File: src/hdl/timebase_defines.svh
`ifndef TIMEBASE_DEFINES_SVH
`define TIMEBASE_DEFINES_SVH

// channel count and datapath widths.
`define TB_NUM_CH     4
`define TB_DIV_WIDTH  24
`define TB_CNT_WIDTH  16
`define TB_ADDR_WIDTH 8

// divisor loaded at reset, gives a toggle every 10 cycles.
`define TB_DIV_RESET  9

// register map, one 32-bit word per register.
`define TB_CTRL_ADDR  8'h00
`define TB_DIV_BASE   8'h10
`define TB_CNT_BASE   8'h20

`endif

File: src/hdl/timebase_pkg.sv
`include "timebase_defines.svh"

package timebase_pkg;

    // divisor of one channel, toggle period is divisor + 1 cycles.
    typedef logic [`TB_DIV_WIDTH-1:0] div_t;

    // wrapping tick count of one channel.
    typedef logic [`TB_CNT_WIDTH-1:0] cnt_t;

    // AXI response codes in use.
    typedef enum logic [1:0] {
        OKAY   = 2'b00,
        SLVERR = 2'b10
    } resp_e;

endpackage

File: src/hdl/tick_divider.sv
`timescale 1ns/1ps

module tick_divider (
    input  logic               clk,
    input  logic               rst_n,
    input  logic               enable,
    input  timebase_pkg::div_t divisor,
    input  logic               restart,
    output logic               tick,
    output logic               clk_out
);

    timebase_pkg::div_t cnt;
    timebase_pkg::div_t cnt_next;
    logic               at_end;
    logic               clk_next;

    // >= so a lowered divisor cannot strand the counter above it.
    assign at_end = (cnt >= divisor);

    always_comb begin
        if (!enable || restart || at_end) begin
            cnt_next = '0;
        end else begin
            cnt_next = cnt + 1'b1;
        end
    end

    // restart keeps the current level and disable parks it low.
    always_comb begin
        if (!enable) begin
            clk_next = 1'b0;
        end else if (!restart && at_end) begin
            clk_next = ~clk_out;
        end else begin
            clk_next = clk_out;
        end
    end

    always_ff @(posedge clk or negedge rst_n) begin
        if (!rst_n) begin
            cnt     <= '0;
            tick    <= 1'b0;
            clk_out <= 1'b0;
        end else begin
            cnt     <= cnt_next;
            tick    <= enable && !restart && at_end;
            clk_out <= clk_next;
        end
    end

    a_quiet_when_off: assert property (@(posedge clk) disable iff (!rst_n)
        !enable |=> !tick && !clk_out);

endmodule

File: src/hdl/tick_monitor.sv
`timescale 1ns/1ps
`include "timebase_defines.svh"

module tick_monitor (
    input  logic                  clk,
    input  logic                  rst_n,
    input  logic [`TB_NUM_CH-1:0] tick,
    input  logic [`TB_NUM_CH-1:0] cnt_clear,
    output timebase_pkg::cnt_t    tick_count [`TB_NUM_CH]
);

    genvar i;

    generate
        for (i = 0; i < `TB_NUM_CH; i++) begin : g_ch
            // clear wins over a tick in the same cycle.
            always_ff @(posedge clk or negedge rst_n) begin
                if (!rst_n) begin
                    tick_count[i] <= '0;
                end else if (cnt_clear[i]) begin
                    tick_count[i] <= '0;
                end else if (tick[i]) begin
                    tick_count[i] <= tick_count[i] + 1'b1;
                end
            end

            a_clear_zero: assert property (@(posedge clk) disable iff (!rst_n)
                cnt_clear[i] |=> (tick_count[i] == '0));
        end
    endgenerate

endmodule

File: src/hdl/timebase_regs.sv
`timescale 1ns/1ps
`include "timebase_defines.svh"

module timebase_regs (
    input  logic                         clk,
    input  logic                         rst_n,
    input  logic                         awvalid,
    output logic                         awready,
    input  logic [`TB_ADDR_WIDTH-1:0]    awaddr,
    input  logic                         wvalid,
    output logic                         wready,
    input  logic [31:0]                  wdata,
    input  logic [3:0]                   wstrb,
    output logic                         bvalid,
    input  logic                         bready,
    output timebase_pkg::resp_e          bresp,
    input  logic                         arvalid,
    output logic                         arready,
    input  logic [`TB_ADDR_WIDTH-1:0]    araddr,
    output logic                         rvalid,
    input  logic                         rready,
    output logic [31:0]                  rdata,
    output timebase_pkg::resp_e          rresp,
    output logic [`TB_NUM_CH-1:0]        ch_enable,
    output timebase_pkg::div_t           ch_divisor [`TB_NUM_CH],
    output logic [`TB_NUM_CH-1:0]        ch_restart,
    output logic [`TB_NUM_CH-1:0]        cnt_clear,
    input  timebase_pkg::cnt_t           tick_count [`TB_NUM_CH]
);

    logic                  wr_en;
    logic                  rd_en;
    logic                  wr_ctrl;
    logic                  rd_ctrl;
    logic [`TB_NUM_CH-1:0] wr_div;
    logic [`TB_NUM_CH-1:0] wr_cnt;
    logic                  wr_hit;
    logic                  rd_hit;
    logic [31:0]           rd_val;

    // address and data are taken together, only once the last response is gone.
    assign wr_en   = awvalid && wvalid && !bvalid;
    assign awready = wr_en;
    assign wready  = wr_en;

    assign rd_en   = arvalid && !rvalid;
    assign arready = rd_en;

    // write decode.
    always_comb begin
        wr_ctrl = (awaddr == `TB_CTRL_ADDR);
        for (int i = 0; i < `TB_NUM_CH; i++) begin
            wr_div[i] = (awaddr == `TB_ADDR_WIDTH'(`TB_DIV_BASE + 4 * i));
            wr_cnt[i] = (awaddr == `TB_ADDR_WIDTH'(`TB_CNT_BASE + 4 * i));
        end
        wr_hit = wr_ctrl || (|wr_div) || (|wr_cnt);
    end

    // read decode and data mux, unmapped reads return zero.
    always_comb begin
        rd_ctrl = (araddr == `TB_CTRL_ADDR);
        rd_hit  = rd_ctrl;
        rd_val  = rd_ctrl ? 32'(ch_enable) : '0;
        for (int i = 0; i < `TB_NUM_CH; i++) begin
            if (araddr == `TB_ADDR_WIDTH'(`TB_DIV_BASE + 4 * i)) begin
                rd_hit = 1'b1;
                rd_val = 32'(ch_divisor[i]);
            end
            if (araddr == `TB_ADDR_WIDTH'(`TB_CNT_BASE + 4 * i)) begin
                rd_hit = 1'b1;
                rd_val = 32'(tick_count[i]);
            end
        end
    end

    // enables and divisors.
    always_ff @(posedge clk or negedge rst_n) begin
        if (!rst_n) begin
            ch_enable <= '0;
            for (int i = 0; i < `TB_NUM_CH; i++) begin
                ch_divisor[i] <= `TB_DIV_WIDTH'(`TB_DIV_RESET);
            end
        end else if (wr_en) begin
            // upper control bits are reserved.
            if (wr_ctrl) begin
                ch_enable <= wdata[`TB_NUM_CH-1:0];
            end
            for (int i = 0; i < `TB_NUM_CH; i++) begin
                if (wr_div[i]) begin
                    ch_divisor[i] <= wdata[`TB_DIV_WIDTH-1:0];
                end
            end
        end
    end

    // one-cycle side effects of a write.
    always_ff @(posedge clk or negedge rst_n) begin
        if (!rst_n) begin
            ch_restart <= '0;
            cnt_clear  <= '0;
        end else begin
            ch_restart <= wr_en ? wr_div : '0;
            cnt_clear  <= wr_en ? wr_cnt : '0;
        end
    end

    always_ff @(posedge clk or negedge rst_n) begin
        if (!rst_n) begin
            bvalid <= 1'b0;
            rvalid <= 1'b0;
        end else begin
            if (wr_en) begin
                bvalid <= 1'b1;
            end else if (bready) begin
                bvalid <= 1'b0;
            end
            if (rd_en) begin
                rvalid <= 1'b1;
            end else if (rready) begin
                rvalid <= 1'b0;
            end
        end
    end

    always_ff @(posedge clk) begin
        if (wr_en) begin
            bresp <= wr_hit ? timebase_pkg::OKAY : timebase_pkg::SLVERR;
        end
        if (rd_en) begin
            rdata <= rd_val;
            rresp <= rd_hit ? timebase_pkg::OKAY : timebase_pkg::SLVERR;
        end
    end

    a_bvalid_hold: assert property (@(posedge clk) disable iff (!rst_n)
        bvalid && !bready |=> bvalid);

    a_rvalid_hold: assert property (@(posedge clk) disable iff (!rst_n)
        rvalid && !rready |=> rvalid);

    a_restart_pulse: assert property (@(posedge clk) disable iff (!rst_n)
        (|ch_restart) |=> (ch_restart == '0));

    a_clear_pulse: assert property (@(posedge clk) disable iff (!rst_n)
        (|cnt_clear) |=> (cnt_clear == '0));

endmodule

File: src/hdl/timebase_top.sv
`timescale 1ns/1ps
`include "timebase_defines.svh"

module timebase_top (
    input  logic                      clk,
    input  logic                      rst_n,
    input  logic                      awvalid,
    output logic                      awready,
    input  logic [`TB_ADDR_WIDTH-1:0] awaddr,
    input  logic                      wvalid,
    output logic                      wready,
    input  logic [31:0]               wdata,
    input  logic [3:0]                wstrb,
    output logic                      bvalid,
    input  logic                      bready,
    output timebase_pkg::resp_e       bresp,
    input  logic                      arvalid,
    output logic                      arready,
    input  logic [`TB_ADDR_WIDTH-1:0] araddr,
    output logic                      rvalid,
    input  logic                      rready,
    output logic [31:0]               rdata,
    output timebase_pkg::resp_e       rresp,
    output logic [`TB_NUM_CH-1:0]     clk_out,
    output logic [`TB_NUM_CH-1:0]     tick
);

    logic [`TB_NUM_CH-1:0] ch_enable;
    logic [`TB_NUM_CH-1:0] ch_restart;
    logic [`TB_NUM_CH-1:0] cnt_clear;
    timebase_pkg::div_t    ch_divisor [`TB_NUM_CH];
    timebase_pkg::cnt_t    tick_count [`TB_NUM_CH];

    timebase_regs u_regs (
        .clk        (clk),
        .rst_n      (rst_n),
        .awvalid    (awvalid),
        .awready    (awready),
        .awaddr     (awaddr),
        .wvalid     (wvalid),
        .wready     (wready),
        .wdata      (wdata),
        .wstrb      (wstrb),
        .bvalid     (bvalid),
        .bready     (bready),
        .bresp      (bresp),
        .arvalid    (arvalid),
        .arready    (arready),
        .araddr     (araddr),
        .rvalid     (rvalid),
        .rready     (rready),
        .rdata      (rdata),
        .rresp      (rresp),
        .ch_enable  (ch_enable),
        .ch_divisor (ch_divisor),
        .ch_restart (ch_restart),
        .cnt_clear  (cnt_clear),
        .tick_count (tick_count)
    );

    genvar i;

    generate
        for (i = 0; i < `TB_NUM_CH; i++) begin : g_div
            tick_divider u_div (
                .clk     (clk),
                .rst_n   (rst_n),
                .enable  (ch_enable[i]),
                .divisor (ch_divisor[i]),
                .restart (ch_restart[i]),
                .tick    (tick[i]),
                .clk_out (clk_out[i])
            );
        end
    endgenerate

    tick_monitor u_mon (
        .clk        (clk),
        .rst_n      (rst_n),
        .tick       (tick),
        .cnt_clear  (cnt_clear),
        .tick_count (tick_count)
    );

endmodule

File: config.mk
export PLATFORM = sky130hd
export DESIGN_NAME = timebase_top
export DESIGN_NICKNAME = d
export VERILOG_FILES = /design/src/hdl/timebase_pkg.sv /design/src/hdl/tick_divider.sv /design/src/hdl/tick_monitor.sv /design/src/hdl/timebase_regs.sv /design/src/hdl/timebase_top.sv
export VERILOG_INCLUDE_DIRS = /design/src /design/src/hdl
export SDC_FILE = /design/constraint.sdc
export NUM_CORES = 1
export LEC_CHECK = 0
export CAP_MARGIN = 20
export CORE_MARGIN = 4
export CORE_UTILIZATION = 69
export CTS_CLUSTER_SIZE = 12
export DETAILED_ROUTE_END_ITERATION = 12
export DONT_BUFFER_PORTS = 1
export GPL_TIMING_DRIVEN = 0
export PLACE_DENSITY = 0.85
export REMOVE_ABC_BUFFERS = 1
export SLEW_MARGIN = 25
export SYNTH_ARGS = -nofsm -noshare
export SYNTH_HDL_FRONTEND = slang
export SYNTH_SLANG_ARGS = --single-unit
File: constraint.sdc
create_clock -name clk -period 6.7 [get_ports clk]
set_input_delay 0.335 -clock clk [delete_from_list [all_inputs] [get_ports clk]]
set_output_delay 0.335 -clock clk [all_outputs]
set_load 0.01 [all_outputs]
==> results of run 1 <==
stage by stage:
step / cell area, sq um / worst slack, ns / power, mW / std cells / hold slack (ns)
5_1_grt: 18100 / 3.82 / 4.04 / 1987 / -0.490
3_3_place_gp: 16600 / 3.15 / 2.11 / 1887 / 0.0522
3_5_place_dp: 16800 / 4.07 / 2.12 / 1895 / 0.0507
4_1_cts: 18100 / 4.02 / 3.93 / 1986 / -0.487
2_1_floorplan: 16200 / 4.33 / 2.07 / 1568 / 0.0394
6_report: 18100 / 3.99 / 3.93 / 1987 / -0.477
final cells by class:
type	count	area share, %
Sequential cell	304	42.7
Timing Repair Buffer	39	2.45
Inverter	118	2.44
Multi-Input combinational cell	1146	44.4
Antenna cell	1	0.0138
Tap cell	319	2.20
Clock buffer	52	5.45
Clock inverter	8	0.386
logic make-up (layout without fill, tap and decap cells):
family                     count (synthesis)  after routing  share of synthesized area (%)
DFF                                      304            304                           46.7
and+or+nand+nor                          563            563                           16.2
AOI/OAI and AO/OA                        225            225                           9.47
other                                      1             11                         0.0226
adders and majority gates                104            104                           7.84
muxes                                    112            112                           7.52
buffers and inverters                    190            217                           5.24
xor gates and xnor gates                 132            132                           6.97
per-layer routing:
metal  vias up  routed length (microns)
li1       5699                        -
met3       169                     3970
met2       675                    21100
met5         -                       13
met1      6363                    16600
met4         2                     2200
flip-flops by register name, summed over array words and instances, names as in the netlist:
register	count
g_div.u_div.cnt	96
u_regs.ch_restart	4
u_regs.rdata	24
u_regs.rvalid	1
u_regs.bresp	1
g_div.u_div.clk_out	4
u_regs.cnt_clear	4
u_mon.tick_count	64
u_regs.bvalid	1
u_regs.ch_enable	4
u_regs.rresp	1
u_regs.ch_divisor	96
g_div.u_div.tick	4
final timing paths:
check	startpoint	depth (start not counted)	to
min in group clk	awaddr[0]	2	u_regs.bresp[1]
min	rst_n	0	u_mon.tick_count[0]
max in group asynchronous	rst_n	0	u_mon.tick_count[57]
max	u_regs.ch_divisor[50]	8	g_div[1].u_div.cnt[6]
min reg2reg	g_div[0].u_div.cnt[0]	1	g_div[0].u_div.cnt[0]
max reg2reg	u_regs.ch_divisor[50]	8	g_div[1].u_div.cnt[6]
power by group through the flow:
stage | Clock (mW) | Combinational (mW) | Sequential, mW
floorplan | 0 | 0.109 | 1.96
global placement | 0 | 0.129 | 1.98
CTS | 1.81 | 0.172 | 1.95
detailed placement | 0 | 0.144 | 1.98
global route | 1.89 | 0.194 | 1.95
finish | 1.81 | 0.177 | 1.95
cells in the mapped netlist, drive strengths merged (9+ instances only):
cell	instances	area share, %
a211oi	13	0.66
a21oi	42	1.3
a222oi	13	0.78
a22oi	39	1.8
a31oi	12	0.45
and3	33	1.3
and4	15	0.79
buf	47	2.0
clkbuf	25	0.58
dfrtp	270	41
edfxtp	26	4.7
ha	104	7.8
inv	118	2.7
mux2	101	6.9
mux2i	11	0.66
nand2	104	2.4
nand3	60	1.8
nand4	41	1.5
nor2	222	5.0
nor2b	9	0.35
nor3	23	0.78
o21ai	60	1.8
or3	20	0.75
xnor2	53	2.8
xor2	79	4.2
what timing repair did:
item | 4_1_cts | 5_1_grt
hold endpoints to repair | 383 | 278
gates resized for setup | 0 | 0
buffers inserted | 0 | 0
cells in the final DEF (no fill, tap or decap), types with 30 or more instances in the layout:
| master | instances |
|---|---|
| inv_1 | 118 |
| mux2_2 | 101 |
| nand2_1 | 104 |
| and3_1 | 30 |
| nand3_1 | 60 |
| nand4_1 | 41 |
| nor2_1 | 218 |
| a21oi_1 | 42 |
| o21ai_0 | 56 |
| xor2_1 | 79 |
| dlygate4sd3_1 | 31 |
| a22oi_1 | 39 |
| xnor2_1 | 53 |
| dfrtp_1 | 270 |
| clkbuf_16 | 35 |
| ha_1 | 104 |
==> metrics, run 1 <==
Tightest Pin Transition=about 1.0 ns; Slowest-stage cell, CP=o21ai_2; setup total negative slack=0 ns; routed vias=12900; slowest cell delay on critical path=0.85 ns; Buf/Inv on CP=1; met2 usage=55.4%; gr busiest metal=met2; Clock Tree Buf Depth=3; mean cell area of the mapped netlist=10.2 sq um; H-tree levels=2; # clock sinks=304; Die Y=about 160 microns; Layout area overhead=9.38%; clock power share=45.9%; Post-synth EDFFs=26; initial core utilization=between 70% and 80%; WHS=-0.477 ns; DRT Wirelength=approximately 44000 microns; TritonCTS Buffers=34; routability cong.=0.930; failing checks=negative hold slack; final hold vios=between 200 and 300; Tot GR Track Use=between 30 and 40%; critical setup path kind=flip-flop to flip-flop; largest net degree at the start of global routing=about 280; die area=between 20000 and 30000 sq um; # rows=56; Mapped Cells=~1600; fin crit share=between 40 and 50%; max cap viols=0; f_max=roughly 0.37 GHz; met3 GRT Util=roughly 7.3%; Largest delay share family, worst path=compound AO/OA/AOI/OAI gates; vias in the first global route=around 13000; RSZ-0062 raised after global routing=no; clock-pin slew on the worst setup and hold paths=roughly 0.060 ns; FF+latch area=about 7700 sq um; Vias/cell=6.50; cts hold-fix bufs=31; Final ANT Viol Nets=0; share of post-route cells with drive strength above 1=between 10 and 15%; final core utilization=77.1%; Comb power frac=between 4 and 5%; Pre-Repair DR Iteration Count=8; clk root buf=clkbuf_16; final-report max-slew violation count=0; clk_lat worst skew=between 0.5 and 0.6 ns; Multi-input gate area=around 8000 sq um; Detailed Place HPWL=slightly above 30000 microns; Boundary Pins=between 100 and 150; R2R setup slack=~4 ns; DRC Markers=0; CP startpoint kind=flip-flop; number of library cell types mapped by synthesis=67; switch share=22.9%; fin crit period=approximately 2.7 ns; PD cells=about 220 nW/um^2; Post-Syn Area=between 15000 and 20000 sq um; CP max FO=24; top_reg_cell synth=dfrtp_1; drt wl/cell=approximately 22 microns; CP endpoint kind=flip-flop; Net Sw Power=approximately 0.90 mW; Ys Warns=0; Pleak=roughly 8.0 nW; Crit path required time=approximately 7 ns; Setup Skew=approximately 0.022 ns; WP data arrival=slightly above 3 ns; routing usage on met1=a little over two fifths; Final nets=1806; outcome=finished with violations; sequential share of power=about half; first-pass GRT wire length=69800 microns; worst-path cell chain=inv_1 -> ha_1 -> a21o_1 -> a31oi_1 -> o21ai_0 -> a41oi_1 -> o21ai_2 -> nor2_1; CTS tree=done; Initial DRC Count=between 1500 and 2000; Rel. slew slack=~30%; FFs w/ async S/R, synth=91.4%; Fill cells=approximately 1500; Worst VDD drop=about 180 uV; Int Pwr=roughly 3.0 mW; Die W=about 160 microns; final setup vio count=0; area of the core=about 24000 sq um; worst min-delay path category=input pin to async pin; gr ovfl total=0; flops & latches, synth=about 300; initial antenna violation count=2; Seq/Total Area, Yosys=46.7%; Buffers on Ports=0
(Power assumes the default switching activity.)
==> run 2, diff against run 1 <==
--- a/config.mk
+++ b/config.mk
@@ -8,12 +8,12 @@
 export LEC_CHECK = 0
 export CAP_MARGIN = 20
 export CORE_MARGIN = 4
-export CORE_UTILIZATION = 69
+export CORE_UTILIZATION = 64
 export CTS_CLUSTER_SIZE = 12
 export DETAILED_ROUTE_END_ITERATION = 12
 export DONT_BUFFER_PORTS = 1
 export GPL_TIMING_DRIVEN = 0
-export PLACE_DENSITY = 0.85
+export PLACE_DENSITY = 0.8
 export REMOVE_ABC_BUFFERS = 1
 export SLEW_MARGIN = 25
 export SYNTH_ARGS = -nofsm -noshare
==> constraint.sdc (replaced) <==
create_clock -name clk -period 2.6 [get_ports clk]
set_input_delay 0.13 -clock clk [delete_from_list [all_inputs] [get_ports clk]]
set_output_delay 0.13 -clock clk [all_outputs]
set_load 0.01 [all_outputs]
==> run 2 against run 1 <==
  * Critical path depth shrank 1
  * The run still ends with negative hold slack left
  * Via count shrank 1.3%
  * Critical path type unchanged
  * Power grew to 2.6 times the previous value
==> metrics, run 2 (synthesized netlist as in run 1, its figures left out) <==
outcome=finished with violations; failing checks=negative hold slack; Int Pwr=8.02 mW (+160%); Worst VDD drop=516 uV (+180%); largest net degree at the start of global routing=279 (unchanged); fin crit share=96.9% (+57 points); # clock sinks=304 (unchanged); Crit path required time=3.03 ns (-4.00 ns); Boundary Pins=108 (unchanged); # rows=58 (+3.6%); Pleak=8.09 nW (+1.2%); routed vias=12700 (-1.3%); critical setup path kind=flip-flop to flip-flop; FF+latch area=7750 sq um (about the same); routability cong.=0.901 (-3.1%); crit path from=g_div[3].u_div.cnt[11]; post-route cell area=18500 sq um (+1.9%); sequential share of power=48.4% (-1.2 points); Fill cells=1682 (+15%); post-CTS setup buffers=0 (unchanged); die area=28600 sq um (+7.4%); Clock Tree Buf Depth=3 (unchanged); worst-path cell chain=ha_1 -> a21oi_1 -> o21ai_1 -> a2111o_1 -> a41oi_4 -> o2111ai_4 -> nor2_1; switch share=22.7% (-0.18 points); Slowest-stage cell, CP=a2111o_1; final-report max-slew violation count=0 (unchanged); Layout area overhead=11.4%; Net Sw Power=2.35 mW (+160%); DRC Markers=0 (unchanged); R2R setup slack=0.08 ns (-3.91 ns); Die Y=169 microns (+3.6%); worst min-delay path category=input pin to async pin; f_max=0.397 GHz (+7.4%); TritonCTS Buffers=35 (+2.9%); Final nets=1826 (+1.1%); Rel. slew slack=29.6% (-0.52 points); commonest non-fill, non-tap cell in the layout=dfrtp_1; CTS tree=done; CP endpoint kind=flip-flop; Setup Skew=0.0164 ns (-0.00584 ns); R2R Path Start=g_div[3].u_div.cnt[11]; fin crit period=2.52 ns (-0.186 ns); final setup vio count=0 (unchanged); Vias/cell=6.31 (-2.9%); gr ovfl total=0 (unchanged); CP max FO=12 (-50%); Pre-Repair DR Iteration Count=6 (-2); initial core utilization=65.5% (-5.0 points); clock-pin slew on the worst setup and hold paths=0.06 ns (about the same); DP Area=16800 sq um (about the same); Buffers on Ports=0 (unchanged); clock power share=46.7% (+0.8 points); Die W=169 microns (+3.6%); clk root buf=clkbuf_16; largest registers=g_div.u_div.cnt x96, u_regs.ch_divisor x96, u_mon.tick_count x64; Final ANT Viol Nets=0 (unchanged); Tot GR Track Use=29.8% (-3.7 points); first-pass GRT wire length=67900 microns (-2.8%); CP startpoint kind=flip-flop; Tightest Pin Transition=1.06 ns (+0.00779 ns); initial antenna violation count=3 (+1); max cap viols=0 (unchanged); most frequent cells in the layout=dfrtp_1, nor2_1, inv_1; Multi-input gate area=8150 sq um (+1.3%); Comb power frac=4.8% (+0.3 points); RR Endpoint=g_div[3].u_div.cnt[16]; vias in the first global route=12800 (-0.80%); Tot Pwr=10.4 mW (+160%); area of the core=25300 sq um (+7.6%); WP data arrival=2.95 ns (-0.09 ns); clk_lat worst skew=0.52 ns (about the same); Detailed Place HPWL=29800 microns (-1.6%); cts hold-fix bufs=47 (+52%); slowest cell delay on critical path=0.47 ns (-0.38 ns); H-tree levels=2 (unchanged); WHS=-0.691 ns (-0.214 ns); share of post-route cells with drive strength above 1=12.0% (+0.46 points); final hold vios=278 (unchanged); Critical Path End=g_div[3].u_div.cnt[16]; drt wl/cell=21.3 microns (-3.5%); DRT Wirelength=43000 microns (-1.9%); PD cells=561 nW/um^2 (+160%); Initial DRC Count=1452 (-8.3%); Reg2Reg Depth=7 (-1)
## run 2: power groups by stage
stage,logic [mW],clock network [mW],registers (mW)
after floorplan,0.281,0,5.06
after global placement,0.335,0,5.10
after detailed placement,0.372,0,5.10
after CTS,0.471,4.88,5.02
after global routing,0.549,5.10,5.03
final,0.502,4.85,5.02
## run 2: timing repair
action | in CTS | in global routing
gates resized for setup | 2 | 6
pin swaps | 2 | 3
hold endpoints to repair | 397 | 278
endpoints found under the setup margin | 35 | 64
cloned | 0 | 3
## run 2: metrics by stage
step                setup WS [ns]  util [%]  std cells  TNS, ns
floorplan                   0.227         -       1568        0
global placement           -0.708      65.6       1898   -53.19
detailed placement         -0.120      66.2       1906    -1.41
CTS                       0.00849      72.6       2014        0
global route              -0.0248      73.0       2019  -0.0422
finish                     0.0811      73.0       2020        0
## run 2: worst max-delay path, delay by kind of cell, from the launching register on
kind                       cells  cell delay (ns)
AOI/OAI and AO/OA              5             1.44
DFF                            1             0.44
adders and majority gates      1             0.34
and+or+nand+nor                1             0.22
## run 2: area by class of cell
class | instances | share of cell area, %
Antenna cell | 3 | 0.0406
Clock buffer | 55 | 5.75
Clock inverter | 6 | 0.345
Inverter | 118 | 2.40
Multi-Input combinational cell | 1149 | 44.1
Sequential cell | 304 | 41.9
Tap cell | 330 | 2.23
Timing Repair Buffer | 55 | 3.20
## run 2: metal layers
| metal | track usage (%) | wire length, microns |
|---|---|---|
| met5 | 0 | 0 |
| met4 | 11.7 | 1870 |
| met3 | 7.61 | 3730 |
| met2 | 48.9 | 20500 |
| met1 | 38.2 | 16900 |
## run 2: worst min-delay path by stage
stage,to,slack (ns),cells past startpoint,start
floorplan,g_div[0].u_div.clk_out,-0.17,0,rst_n
global placement,u_regs.rvalid,-0.15,0,rst_n
detailed placement,u_regs.rvalid,-0.15,0,rst_n
CTS,u_regs.rvalid,-0.69,0,rst_n
global route,u_mon.tick_count[3],-0.70,0,rst_n
finish,u_regs.cnt_clear[3],-0.69,0,rst_n
==> run 3, diff against run 2 <==
--- a/config.mk
+++ b/config.mk
@@ -8,12 +8,11 @@
 export LEC_CHECK = 0
 export CAP_MARGIN = 20
 export CORE_MARGIN = 4
-export CORE_UTILIZATION = 64
+export CORE_UTILIZATION = 30
 export CTS_CLUSTER_SIZE = 12
 export DETAILED_ROUTE_END_ITERATION = 12
 export DONT_BUFFER_PORTS = 1
 export GPL_TIMING_DRIVEN = 0
-export PLACE_DENSITY = 0.8
 export REMOVE_ABC_BUFFERS = 1
 export SLEW_MARGIN = 25
 export SYNTH_ARGS = -nofsm -noshare
==> run 3 against run 2 <==
  * The run still ends with negative hold slack left
  * Worst hold slack better by 0.0058 ns
  * Die area increased by 110%
  * Wire length is 4.9% higher
  * Power down 2.1%
  * First-iteration DRC count shrank 28%
  * Largest power group unchanged
  * Non-clock buffer count rose by 1
  * Count of clock-buffer cells in the layout is 4 lower
  * Via count fell by 3.5%
  * Sequential share of layout area fell by 0.83 points
  * Largest cell class unchanged
  * Clock power decreased by 4.1%
  * Cell area increased by 2.0%
  * Critical path type unchanged
==> metrics, run 3 (synthesized netlist as in run 1, its figures left out) <==
fin crit share=95.4% (-1.4 points); vias in the first global route=12300 (-3.8%); Vias/cell=5.16 (-18%); Final ANT Viol Nets=0 (unchanged); worst min-delay path category=input pin to async pin; # rows=85 (+47%); TritonCTS Buffers=34 (-2.9%); CTS tree=done; most frequent cells in the layout=dfrtp_1, nor2_1, inv_1; die area=59100 sq um (+110%); Pre-Repair DR Iteration Count=7 (+1); Worst Setup Slack, final=0.119 ns (+0.0375 ns); # clock sinks=304 (unchanged); RSZ-0062 raised after global routing=no; DP Area=17200 sq um (+2.7%); DRC Markers=0 (unchanged); largest registers=g_div.u_div.cnt x96, u_regs.ch_divisor x96, u_mon.tick_count x64; Initial DRC Count=1052 (-28%); clk_lat worst skew=0.55 ns (+0.03 ns); final core utilization=34.8% (-38 points); CP max FO=5 (-7); fin crit period=2.48 ns (-0.0375 ns); Crit path required time=2.98 ns (-0.05 ns); CP endpoint kind=flip-flop; critical setup path kind=flip-flop to flip-flop; Boundary Pins=108 (unchanged); initial antenna violation count=6 (+3); PD cells=539 nW/um^2 (-4.0%); final setup vio count=0 (unchanged); Pleak=8.06 nW (-0.40%); first-pass GRT wire length=70700 microns (+4.1%); H-tree levels=2 (unchanged); CP startpoint kind=flip-flop; commonest non-fill, non-tap cell in the layout=dfrtp_1; outcome=finished with violations; f_max=0.403 GHz (+1.5%); Fill cells=5386 (+220%); Rel. slew slack=30.3% (+0.66 points); share of post-route cells with drive strength above 1=11.8% (-0.22 points); Setup Skew=0.0346 ns (+0.0182 ns); Non-Filler Instances=2383 (+18%); failing checks=negative hold slack; drt wl/cell=18.9 microns (-11%); routability cong.=0.854 (-5.2%); final-report max-slew violation count=0 (unchanged); Final nets=1826 (unchanged); Tightest Pin Transition=1.05 ns (-0.00992 ns); Die W=243 microns (+44%); Clock Tree Buf Depth=3 (unchanged); Buffers on Ports=0 (unchanged); placed insts=2273 (+19%); post-CTS setup buffers=0 (unchanged); WP data arrival=2.86 ns (-0.09 ns); Multi-input gate area=8170 sq um (+0.18%); max cap viols=0 (unchanged); post-route cell area=18900 sq um (+2.0%); Die Y=243 microns (+44%); Tot GR Track Use=14.9% (-15 points); largest net degree at the start of global routing=279 (unchanged); Layout area overhead=13.6%; clock-pin slew on the worst setup and hold paths=0.06 ns (about the same); area of the core=54200 sq um (+110%); routed vias=12300 (-3.5%); WHS=-0.685 ns (+0.00582 ns); DP Worst Slack=-0.0970 ns (+0.0230 ns); final hold vios=278 (unchanged); clk root buf=clkbuf_16; DRT Wirelength=45100 microns (+4.9%); gr ovfl total=0 (unchanged); initial core utilization=30.6% (-35 points); FF+latch area=7750 sq um (about the same); cts hold-fix bufs=47 (unchanged); Worst VDD drop=310 uV (-40%); Detailed Place HPWL=32900 microns (+10%)
-- run 3: cell count changes in the layout (fill, tap and decap cells not counted), sizes merged --
cell and delta:
clkinv +1, clkbuf -4, inv +1, clkinvlp -1, buf +1, diode -1
-- run 3: worst max-delay path, stage by stage, from the launching register on --
cell and delay (ns):
dfrtp_1 0.41, inv_1 0.09, ha_1 0.30, a21o_1 0.11, a31oi_1 0.03, o21ai_0 0.48
a41oi_4 0.25, o21ai_0 0.18, nor2b_1 0.47
-- run 3: per-layer routing --
metal | up-vias | routed length [microns] | global-route usage (%)
li1 | 5762 | - | -
met1 | 6175 | 19300 | 19.0
met2 | 267 | 22500 | 25.9
met3 | 86 | 1950 | 2.43
met4 | 4 | 1330 | 4.63
met5 | - | 27 | 0
-- run 3: report_power, final --
part	leakage, nW	switching (mW)	internal [mW]	total, mW
combinational	3.46	0.277	0.214	0.491
clock	0.511	1.98	2.67	4.65
sequential	4.09	0.124	4.89	5.02
-- run 3: worst paths after layout --
check,start,endpoint,slack [ns],cells after the start
max,u_regs.ch_divisor[2],g_div[3].u_div.tick,0.12,8
min reg2reg,g_div[3].u_div.cnt[0],g_div[3].u_div.cnt[0],0.48,1
max in group asynchronous,rst_n,u_regs.ch_divisor[12],2.44,0
max reg2reg,u_regs.ch_divisor[2],g_div[3].u_div.tick,0.12,8
min,rst_n,u_regs.bvalid,-0.69,0
min in group clk,awaddr[2],u_regs.ch_divisor[30],0.02,3
-- run 3: repair_timing --
item / in CTS / in global routing
gates cloned: 0 / 3
endpoints found under the setup margin: 24 / 80
hold endpoints to repair: 395 / 278
gates resized for setup: 1 / 6
pin swaps: 0 / 4
-- run 3: layout make-up --
type | instances | share of cell area, %
diodes | 2 | 0.0265
clock buffers | 51 | 5.12
clock inverters | 7 | 0.418
inverters | 118 | 2.35
multi-input cells | 1149 | 43.3
flip-flops and latches | 304 | 41.1
well taps | 696 | 4.62
repair buffers | 56 | 3.06
-- run 3: metrics by stage --
| stage | TNS, ns | power, mW |
|---|---|---|
| floorplan | 0 | 5.34 |
| finish | 0 | 10.2 |
| global placement | -75.16 | 5.45 |
| detailed placement | -1.62 | 5.48 |
| global route | 0 | 10.5 |
| CTS | 0 | 10.2 |
